$ cat config.mk
export PLATFORM = sky130hd
export DESIGN_NAME = alu
export DESIGN_NICKNAME = d
export VERILOG_FILES = /design/src/logic/rv_word_pkg.sv /design/src/logic/alu_op_pkg.sv /design/src/logic/mul_unit.sv /design/src/logic/div_unit.sv /design/src/logic/alu.sv
export SDC_FILE = /design/constraint.sdc
export NUM_CORES = 2
export LEC_CHECK = 0
export BUFFER_PORTS_ARGS = -buffer_cell sky130_fd_sc_hd__buf_2
export CAP_MARGIN = 20
export CORE_MARGIN = 4
export CORE_UTILIZATION = 40
export DETAILED_ROUTE_END_ITERATION = 16
export GPL_TIMING_DRIVEN = 0
export RECOVER_POWER = 50
export SLEW_MARGIN = 20
export SYNTH_ARGS = -nofsm -noshare
export SYNTH_HDL_FRONTEND = slang
export SYNTH_SLANG_ARGS = --single-unit
$ cat constraint.sdc
create_clock -name clk -period 33.4 [get_ports clk]
set_input_delay 1.67 -clock clk [delete_from_list [all_inputs] [get_ports clk]]
set_output_delay 1.67 -clock clk [all_outputs]
set_load 0.1 [all_outputs]
$ cat src/logic/rv_word_pkg.sv
package rv_word_pkg;

    localparam int WORD_WIDTH        = 32;
    localparam int SIGNED_WORD_WIDTH = WORD_WIDTH + 1;         // one extra bit for sign extension
    localparam int PRODUCT_WIDTH     = 2 * SIGNED_WORD_WIDTH;  // 33 x 33 signed product
    localparam int HALF_WIDTH        = WORD_WIDTH / 2;         // split point of the multiplier
    localparam int SHAMT_WIDTH       = $clog2(WORD_WIDTH);

    // restoring divider produces one quotient bit per cycle
    localparam int DIV_STEPS         = WORD_WIDTH;
    localparam int DIV_CNT_WIDTH     = $clog2(DIV_STEPS);

    // data word, register and immediate operands
    typedef logic [WORD_WIDTH-1:0] word_t;

    // shift amount taken from the low bits of an operand
    typedef logic [SHAMT_WIDTH-1:0] shamt_t;

    // multiplier addends and their sum
    typedef logic [PRODUCT_WIDTH-1:0] product_t;

endpackage

$ cat src/logic/alu_op_pkg.sv
package alu_op_pkg;

    typedef enum logic [4:0] {
        ALU_OP_NOP = 5'd0,
        // immediate forms, alu_in_0 holds the immediate
        ALU_OP_ADDI,
        ALU_OP_SLTI,
        ALU_OP_SLTIU,
        ALU_OP_ANDI,
        ALU_OP_ORI,
        ALU_OP_XORI,
        ALU_OP_SLLI,
        ALU_OP_SRLI,
        ALU_OP_SRAI,
        ALU_OP_LUI,
        ALU_OP_AUIPC,
        // register forms
        ALU_OP_ADD,
        ALU_OP_SUB,
        ALU_OP_SLT,
        ALU_OP_SLTU,
        ALU_OP_AND,
        ALU_OP_OR,
        ALU_OP_XOR,
        ALU_OP_SLL,
        ALU_OP_SRL,
        ALU_OP_SRA,
        // RV32M multiply
        ALU_OP_MUL,
        ALU_OP_MULH,
        ALU_OP_MULHSU,
        ALU_OP_MULHU,
        // RV32M divide and remainder
        ALU_OP_DIV,
        ALU_OP_DIVU,
        ALU_OP_REM,
        ALU_OP_REMU
    } alu_op_e;

    typedef enum logic [2:0] {
        MUL_OP_NOP    = 3'd0,
        MUL_OP_MUL    = 3'd1,
        MUL_OP_MULH   = 3'd2,
        MUL_OP_MULHU  = 3'd3,
        MUL_OP_MULHSU = 3'd4
    } mul_op_e;

    // rem and remu share the divider with div and divu
    typedef enum logic [1:0] {
        DIV_OP_NOP  = 2'd0,
        DIV_OP_DIV  = 2'd1,
        DIV_OP_DIVU = 2'd2
    } div_op_e;

endpackage

$ cat src/logic/mul_unit.sv
`timescale 1ns/1ps

module mul_unit (
    input  alu_op_pkg::mul_op_e   mul_op,
    input  rv_word_pkg::word_t    mul_data1,
    input  rv_word_pkg::word_t    mul_data2,
    output rv_word_pkg::product_t mul_add_a,
    output rv_word_pkg::product_t mul_add_b
);

    logic                                             sign_1;  // mul_data1 taken as signed
    logic                                             sign_2;  // mul_data2 taken as signed
    logic signed [rv_word_pkg::SIGNED_WORD_WIDTH-1:0] ext_1;
    logic signed [rv_word_pkg::SIGNED_WORD_WIDTH-1:0] ext_2;
    logic signed [rv_word_pkg::HALF_WIDTH:0]          half_lo;
    logic signed [rv_word_pkg::HALF_WIDTH:0]          half_hi;
    logic signed [rv_word_pkg::PRODUCT_WIDTH-1:0]     part_lo;
    logic signed [rv_word_pkg::PRODUCT_WIDTH-1:0]     part_hi;

    always_comb begin
        case (mul_op)
            alu_op_pkg::MUL_OP_MULH: begin
                sign_1 = 1'b1;
                sign_2 = 1'b1;
            end
            alu_op_pkg::MUL_OP_MULHSU: begin
                sign_1 = 1'b1;
                sign_2 = 1'b0;
            end
            default: begin  // low word of mul does not depend on signedness
                sign_1 = 1'b0;
                sign_2 = 1'b0;
            end
        endcase
    end

    assign ext_1 = {sign_1 & mul_data1[rv_word_pkg::WORD_WIDTH-1], mul_data1};
    assign ext_2 = {sign_2 & mul_data2[rv_word_pkg::WORD_WIDTH-1], mul_data2};

    // ext_2 = half_hi * 2^16 + half_lo, with the low half always non-negative
    assign half_lo = {1'b0, ext_2[rv_word_pkg::HALF_WIDTH-1:0]};
    assign half_hi = ext_2[rv_word_pkg::SIGNED_WORD_WIDTH-1:rv_word_pkg::HALF_WIDTH];

    assign part_lo = ext_1 * half_lo;
    assign part_hi = ext_1 * half_hi;

    assign mul_add_a = (mul_op == alu_op_pkg::MUL_OP_NOP) ? '0 :
                       rv_word_pkg::product_t'(part_lo);
    assign mul_add_b = (mul_op == alu_op_pkg::MUL_OP_NOP) ? '0 :
                       rv_word_pkg::product_t'(part_hi <<< rv_word_pkg::HALF_WIDTH);

endmodule

$ cat src/logic/div_unit.sv
`timescale 1ns/1ps

module div_unit (
    input  logic                clk,
    input  logic                rst_n,
    input  logic                div_start,
    input  alu_op_pkg::div_op_e div_op,
    input  rv_word_pkg::word_t  dividend,
    input  rv_word_pkg::word_t  divisor,
    output rv_word_pkg::word_t  quotient,
    output rv_word_pkg::word_t  remainder,
    output logic                div_finish
);

    typedef enum logic [1:0] {
        DIV_IDLE,
        DIV_RUN,
        DIV_DONE
    } div_state_e;

    div_state_e                            state;
    logic [rv_word_pkg::DIV_CNT_WIDTH-1:0] step_cnt;

    logic                                  is_signed;
    logic                                  neg_dividend;
    logic                                  neg_divisor;
    rv_word_pkg::word_t                    dividend_mag;
    rv_word_pkg::word_t                    divisor_mag;

    rv_word_pkg::word_t                    quo_q;  // dividend bits shift out as quotient bits shift in
    rv_word_pkg::word_t                    rem_q;  // partial remainder
    rv_word_pkg::word_t                    dvs_q;
    logic                                  neg_quo;
    logic                                  neg_rem;

    logic [rv_word_pkg::WORD_WIDTH:0]      shifted;
    logic                                  step_fit;

    assign is_signed    = (div_op == alu_op_pkg::DIV_OP_DIV);
    assign neg_dividend = is_signed & dividend[rv_word_pkg::WORD_WIDTH-1];
    assign neg_divisor  = is_signed & divisor[rv_word_pkg::WORD_WIDTH-1];
    assign dividend_mag = neg_dividend ? -dividend : dividend;  // 0x80000000 stays as 2^31
    assign divisor_mag  = neg_divisor ? -divisor : divisor;

    assign shifted  = {rem_q, quo_q[rv_word_pkg::WORD_WIDTH-1]};
    assign step_fit = (shifted >= {1'b0, dvs_q});

    always_ff @(posedge clk or negedge rst_n) begin
        if (!rst_n) begin
            state    <= DIV_IDLE;
            step_cnt <= '0;
        end else begin
            case (state)
                DIV_IDLE: begin
                    if (div_start) begin
                        state    <= DIV_RUN;
                        step_cnt <= '0;
                    end
                end
                DIV_RUN: begin
                    step_cnt <= step_cnt + 1'b1;
                    if (step_cnt == rv_word_pkg::DIV_CNT_WIDTH'(rv_word_pkg::DIV_STEPS - 1)) begin
                        state <= DIV_DONE;
                    end
                end
                DIV_DONE: state <= DIV_IDLE;
                default:  state <= DIV_IDLE;
            endcase
        end
    end

    always_ff @(posedge clk) begin
        if (state == DIV_IDLE && div_start) begin
            quo_q   <= dividend_mag;
            rem_q   <= '0;
            dvs_q   <= divisor_mag;
            // a zero divisor keeps the quotient at all ones
            neg_quo <= (neg_dividend ^ neg_divisor) && (divisor != '0);
            neg_rem <= neg_dividend;  // remainder takes the dividend sign
        end else if (state == DIV_RUN) begin
            quo_q <= {quo_q[rv_word_pkg::WORD_WIDTH-2:0], step_fit};
            if (step_fit) begin
                rem_q <= rv_word_pkg::word_t'(shifted - {1'b0, dvs_q});
            end else begin
                rem_q <= shifted[rv_word_pkg::WORD_WIDTH-1:0];
            end
        end
    end

    // most negative / -1 gives 2^31 from the magnitudes with no sign flip
    assign quotient   = neg_quo ? -quo_q : quo_q;
    assign remainder  = neg_rem ? -rem_q : rem_q;
    assign div_finish = (state == DIV_DONE);

    a_start_in_idle: assert property (
        @(posedge clk) disable iff (!rst_n)
        div_start |-> (state == DIV_IDLE)
    );

    a_finish_latency: assert property (
        @(posedge clk) disable iff (!rst_n)
        div_start |-> ##(rv_word_pkg::DIV_STEPS + 1) div_finish
    );

endmodule

$ cat src/logic/alu.sv
`timescale 1ns/1ps

module alu (
    input  logic                clk,
    input  logic                rst_n,
    input  alu_op_pkg::alu_op_e alu_op,
    input  rv_word_pkg::word_t  alu_in_0,
    input  rv_word_pkg::word_t  alu_in_1,
    output rv_word_pkg::word_t  alu_out,
    output logic                div_in_alu  // stall request to the pipeline
);

    alu_op_pkg::mul_op_e   mul_op;
    rv_word_pkg::product_t mul_add_a;
    rv_word_pkg::product_t mul_add_b;
    rv_word_pkg::product_t mul_sum;

    alu_op_pkg::div_op_e   div_op;
    logic                  div_start;
    logic                  div_finish;
    logic                  div_busy;
    rv_word_pkg::word_t    quotient;
    rv_word_pkg::word_t    remainder;

    rv_word_pkg::shamt_t   shamt_imm;  // immediate in alu_in_0
    rv_word_pkg::shamt_t   shamt_reg;  // rs2 in alu_in_1

    always_comb begin
        case (alu_op)
            alu_op_pkg::ALU_OP_MUL:    mul_op = alu_op_pkg::MUL_OP_MUL;
            alu_op_pkg::ALU_OP_MULH:   mul_op = alu_op_pkg::MUL_OP_MULH;
            alu_op_pkg::ALU_OP_MULHU:  mul_op = alu_op_pkg::MUL_OP_MULHU;
            alu_op_pkg::ALU_OP_MULHSU: mul_op = alu_op_pkg::MUL_OP_MULHSU;
            default:                   mul_op = alu_op_pkg::MUL_OP_NOP;
        endcase
    end

    always_comb begin
        case (alu_op)
            alu_op_pkg::ALU_OP_DIV,
            alu_op_pkg::ALU_OP_REM:  div_op = alu_op_pkg::DIV_OP_DIV;
            alu_op_pkg::ALU_OP_DIVU,
            alu_op_pkg::ALU_OP_REMU: div_op = alu_op_pkg::DIV_OP_DIVU;
            default:                 div_op = alu_op_pkg::DIV_OP_NOP;
        endcase
    end

    assign mul_sum = mul_add_a + mul_add_b;

    assign div_start  = (div_op != alu_op_pkg::DIV_OP_NOP) && !div_busy;
    assign div_in_alu = (div_busy || div_start) && !div_finish;

    mul_unit u_mul (
        .mul_op    (mul_op),
        .mul_data1 (alu_in_0),
        .mul_data2 (alu_in_1),
        .mul_add_a (mul_add_a),
        .mul_add_b (mul_add_b)
    );

    div_unit u_div (
        .clk        (clk),
        .rst_n      (rst_n),
        .div_start  (div_start),
        .div_op     (div_op),
        .dividend   (alu_in_0),
        .divisor    (alu_in_1),
        .quotient   (quotient),
        .remainder  (remainder),
        .div_finish (div_finish)
    );

    always_ff @(posedge clk or negedge rst_n) begin
        if (!rst_n) begin
            div_busy <= 1'b0;
        end else if (div_start && !div_finish) begin
            div_busy <= 1'b1;
        end else if (div_finish) begin
            div_busy <= 1'b0;
        end
    end

    assign shamt_imm = alu_in_0[rv_word_pkg::SHAMT_WIDTH-1:0];
    assign shamt_reg = alu_in_1[rv_word_pkg::SHAMT_WIDTH-1:0];

    always_comb begin
        case (alu_op)
            alu_op_pkg::ALU_OP_ADDI,
            alu_op_pkg::ALU_OP_ADD:   alu_out = alu_in_0 + alu_in_1;
            alu_op_pkg::ALU_OP_SUB:   alu_out = alu_in_0 - alu_in_1;
            alu_op_pkg::ALU_OP_SLTI:
                alu_out = rv_word_pkg::word_t'($signed(alu_in_1) < $signed(alu_in_0));
            alu_op_pkg::ALU_OP_SLTIU: alu_out = rv_word_pkg::word_t'(alu_in_1 < alu_in_0);
            alu_op_pkg::ALU_OP_SLT:
                alu_out = rv_word_pkg::word_t'($signed(alu_in_0) < $signed(alu_in_1));
            alu_op_pkg::ALU_OP_SLTU:  alu_out = rv_word_pkg::word_t'(alu_in_0 < alu_in_1);
            alu_op_pkg::ALU_OP_ANDI,
            alu_op_pkg::ALU_OP_AND:   alu_out = alu_in_0 & alu_in_1;
            alu_op_pkg::ALU_OP_ORI,
            alu_op_pkg::ALU_OP_OR:    alu_out = alu_in_0 | alu_in_1;
            alu_op_pkg::ALU_OP_XORI,
            alu_op_pkg::ALU_OP_XOR:   alu_out = alu_in_0 ^ alu_in_1;
            alu_op_pkg::ALU_OP_SLLI:  alu_out = alu_in_1 << shamt_imm;
            alu_op_pkg::ALU_OP_SRLI:  alu_out = alu_in_1 >> shamt_imm;
            alu_op_pkg::ALU_OP_SRAI:  alu_out = rv_word_pkg::word_t'($signed(alu_in_1) >>> shamt_imm);
            alu_op_pkg::ALU_OP_SLL:   alu_out = alu_in_0 << shamt_reg;
            alu_op_pkg::ALU_OP_SRL:   alu_out = alu_in_0 >> shamt_reg;
            alu_op_pkg::ALU_OP_SRA:   alu_out = rv_word_pkg::word_t'($signed(alu_in_0) >>> shamt_reg);
            alu_op_pkg::ALU_OP_LUI:   alu_out = alu_in_0;  // immediate arrives pre-shifted
            alu_op_pkg::ALU_OP_AUIPC: alu_out = alu_in_1 + (alu_in_0 << 12);
            alu_op_pkg::ALU_OP_MUL:   alu_out = mul_sum[rv_word_pkg::WORD_WIDTH-1:0];
            alu_op_pkg::ALU_OP_MULH,
            alu_op_pkg::ALU_OP_MULHSU,
            alu_op_pkg::ALU_OP_MULHU:
                alu_out = mul_sum[2*rv_word_pkg::WORD_WIDTH-1:rv_word_pkg::WORD_WIDTH];
            alu_op_pkg::ALU_OP_DIV,
            alu_op_pkg::ALU_OP_DIVU:  alu_out = div_finish ? quotient : '0;
            alu_op_pkg::ALU_OP_REM,
            alu_op_pkg::ALU_OP_REMU:  alu_out = div_finish ? remainder : '0;
            default:                  alu_out = '0;
        endcase
    end

    // pipeline must hold the divide op for the whole stall
    a_stall_only_on_div: assert property (
        @(posedge clk) disable iff (!rst_n)
        div_in_alu |-> (div_op != alu_op_pkg::DIV_OP_NOP)
    );

    a_finish_while_busy: assert property (
        @(posedge clk) disable iff (!rst_n)
        div_finish |-> div_busy
    );

endmodule

==> results.toml <==
[clocking]
clock_path_buffers = 2
clk_pin_slew_worst_paths_ns = 0.07
postCtsResizedCells = 0
cts.sinks = 106
cts_tree = "done"
cts_hold_buf = 0
clk_latency_ns = 0.37
htreeDepth = 3
clockRootBuffer = "clkbuf_16"
numCtsBuffers = 9
post-cts-setup-buffers = 0

[route]
wirelength_um = 382800
wl_met1_um = 139000
top_layer_used = "met5"
drt_iter0_markers = 8744
route.met2.wl_um = 157000
wl_per_cell_um = 39.22
wl_met3_um = 45790
vias = 62290
drc = 0
ant_nets = 0
dr.pass1.iters = 9
viasPerCell = 6.383

[run_status]
violations = "capacitance limit, slew limit"
run_status = "finished, violations left"

[critical_path]
crit_path_frequent_cell = "fa_1"
crit_slowest_cell = "clkbuf_1"
crit_path_end_kind = "primary output"
reg2reg_setup_slack_ns = 28.17
worstPathRequired_ns = 31.73
startpoint_type = "input port"
path_max_fanout = 14
r2r-end = "u_div.rem_q[4]"
critPathTopFamily = "buffers and inverters"
criticalPathCategory = "in2out"
reg2reg_from = "u_div.rem_q[0]"
crit_arrival_ns = 19.66
slowest_delay_ns = 0.98
cp_num_buf_inv = 12
ff2ff_path_depth = 14

[run]
maxCapViolCount = 2

[finish]
syn_to_final_growth_pct = 7.010
final_cell_mix = "inv_1, fa_1, nor2_1"
fill_cells = 15670
final_common_cell = "inv_1"
layout-drive-gt1-share = 0.04794
multiInputGateArea_sq_mm = 0.05095
seq_area_sq_mm = 0.002823
nets = 9259

[global_routing]
grt_max_degree = 35
grt_overflow = 0
grtUsageTotal = 0.4800
grt_pass1_wl_um = 515000
antenna_found_initial = 58
grt_pass1_vias = 60450

[floorplan]
core_sq_mm = 0.1498
start_util = 0.4021
io-pin-count = 104
die-area_sq_mm = 0.1568
dieWidth_um = 396.0
die_h_um = 396.0
row_count = 142

[timing]
finalCriticalPeriod_ns = 21.33
worstMarginPinSlew_ns = 1.727
rsz0062_at_grt = "false"
setup_violations = 0
slew_viol_final = 66
skew_ns = 0.007956
hold_violations = 0
finalSetupTns_ns = 0
hold_ws_ns = 0.5119
fin_crit_sh = 0.6386
setup_slack_ns = 12.07
fmaxAchievable_mhz = 46.88
slew-limit-headroom = -0.1512

[logic_synthesis]
syn_area_sq_mm = 0.06022
synth-seq-cells = 106
syn_area_per_cell_sq_um = 7.979
synthArstFlopShare = 0.07547
synthCells = 7547
yosys_most_used_dff = "edfxtp_1"
synth-edff-count = 66
seq_area_frac_synth = 0.04687
syn_nets = 9114
yosysWarningCount = 0
synth_cell_types = 82

[placement]
gp_congestion = 1.146
hpwl_um = 321300
preCtsSetupSlack_ns = 12.95
portBuffers = 102

[min_path]
hp-start = "u_div.step_cnt[2]"
hold_class = "reg2reg"
holdPathEnd = "u_div.step_cnt[2]"
holdPathStages = 1

[pwr]
power.leakage_uw = 0.02969
p_per_area_mw_per_mm2 = 115.6
ir_drop_mv = 0.4184
[cell type report]
type / instances / share of cell area
Multi-Input combinational cell: 5686 / 0.7906
Inverter: 1284 / 0.07479
Buffer: 471 / 0.02868
Timing Repair Buffer: 134 / 0.01623
Clock inverter: 7 / 0.001437
Sequential cell: 106 / 0.04380
Tap cell: 2016 / 0.03914
Clock buffer: 9 / 0.003495
Antenna cell: 46 / 0.001786
[power by group]
part	switching, uW	internal, uW
Combinational	4630	2450
Clock	53.9	65.7
Sequential	59.6	183
Total	4750	2700
[synth_stat cells, drive strengths merged (45+ instances only)]
library cell     n  area, sq um
ha             466         5831
buf            144        543.0
nand4           46        287.8
o211ai          56        420.4
a21oi          356         1782
inv           1266         4752
nor2           924         3468
fa            1030        20620
nand3           83        415.4
or3             45        291.5
mux2i           93        930.9
clkbuf         327         1227
nor3            72        360.4
a21o            89        668.1
xor2           105        919.6
o22ai           49        306.5
mux4            82         1847
nand2          915         3435
edfxtp          66         1982
a211oi          57        427.9
xnor2          194         1699
o21ai          346         1732
[worst register-to-register path, stage by stage, from the launching register on]
cell and delay (ns):
dfxtp_1 0.74, ha_1 0.26, nor2b_1 0.12, o21ai_0 0.11
a21boi_0 0.39, o21ai_0 0.29, a211oi_1 0.53, a21oi_1 0.34
o31ai_1 0.49, a21o_1 0.24, o41a_1 0.14, clkbuf_1 0.35
clkbuf_1 0.71, mux2i_1 0.27, o21ai_0 0.09
[per-stage QoR]
| stage | cells | instance area [sq um] | total power (uW) | utilization |
|---|---|---|---|---|
| final | 9759 | 64440 | 7449 | 0.4302 |
| after floorplan | 7547 | 60220 | 4776 | - |
| after global placement | 9665 | 63250 | 6980 | 0.4223 |
| after CTS | 9708 | 64290 | 7250 | 0.4292 |
| after detailed placement | 9692 | 63970 | 7080 | 0.4271 |
| after global routing | 9719 | 64340 | 7999 | 0.4296 |
[cells by family (layout without fill, tap and decap cells)]
family,Yosys count,count (layout),share of synthesized area
buffers and inverters,1755,1905,0.1094
XOR/XNOR,301,301,0.04424
adder cells (fa/ha/maj),1496,1496,0.4392
AND/OR/NAND/NOR,2300,2300,0.1606
AO/OA/AOI/OAI,1402,1402,0.1512
multiplexers,187,187,0.04837
other,0,46,0
flip-flops,106,106,0.04687
[how the worst max path moves through the flow]
stage,from,endpoint,slack [ns],depth (start not counted)
after global placement,alu_in_0[3],alu_out[30],12.36,45
after CTS,alu_in_0[3],alu_out[30],12.89,45
after floorplan,alu_in_0[2],alu_out[25],17.66,40
final,alu_in_0[3],alu_out[30],12.07,45
after detailed placement,alu_in_0[3],alu_out[30],12.95,45
after global routing,alu_in_0[3],alu_out[30],12.24,45
[state kept, by name (all words and copies together), names as in the netlist]
register        count
u_div.step_cnt      5
u_div.neg_rem       1
u_div.state         2
div_busy            1
u_div.neg_quo       1
u_div.rem_q        32
u_div.quo_q        32
u_div.dvs_q        32
[routing by layer]
metal | global-route usage | vias up
li1 | - | 24800
met1 | 0.5791 | 31470
met2 | 0.6872 | 4633
met3 | 0.1651 | 1361
met4 | 0.4005 | 18
met5 | 0.006158 | -
(Power assumes the default switching activity.)
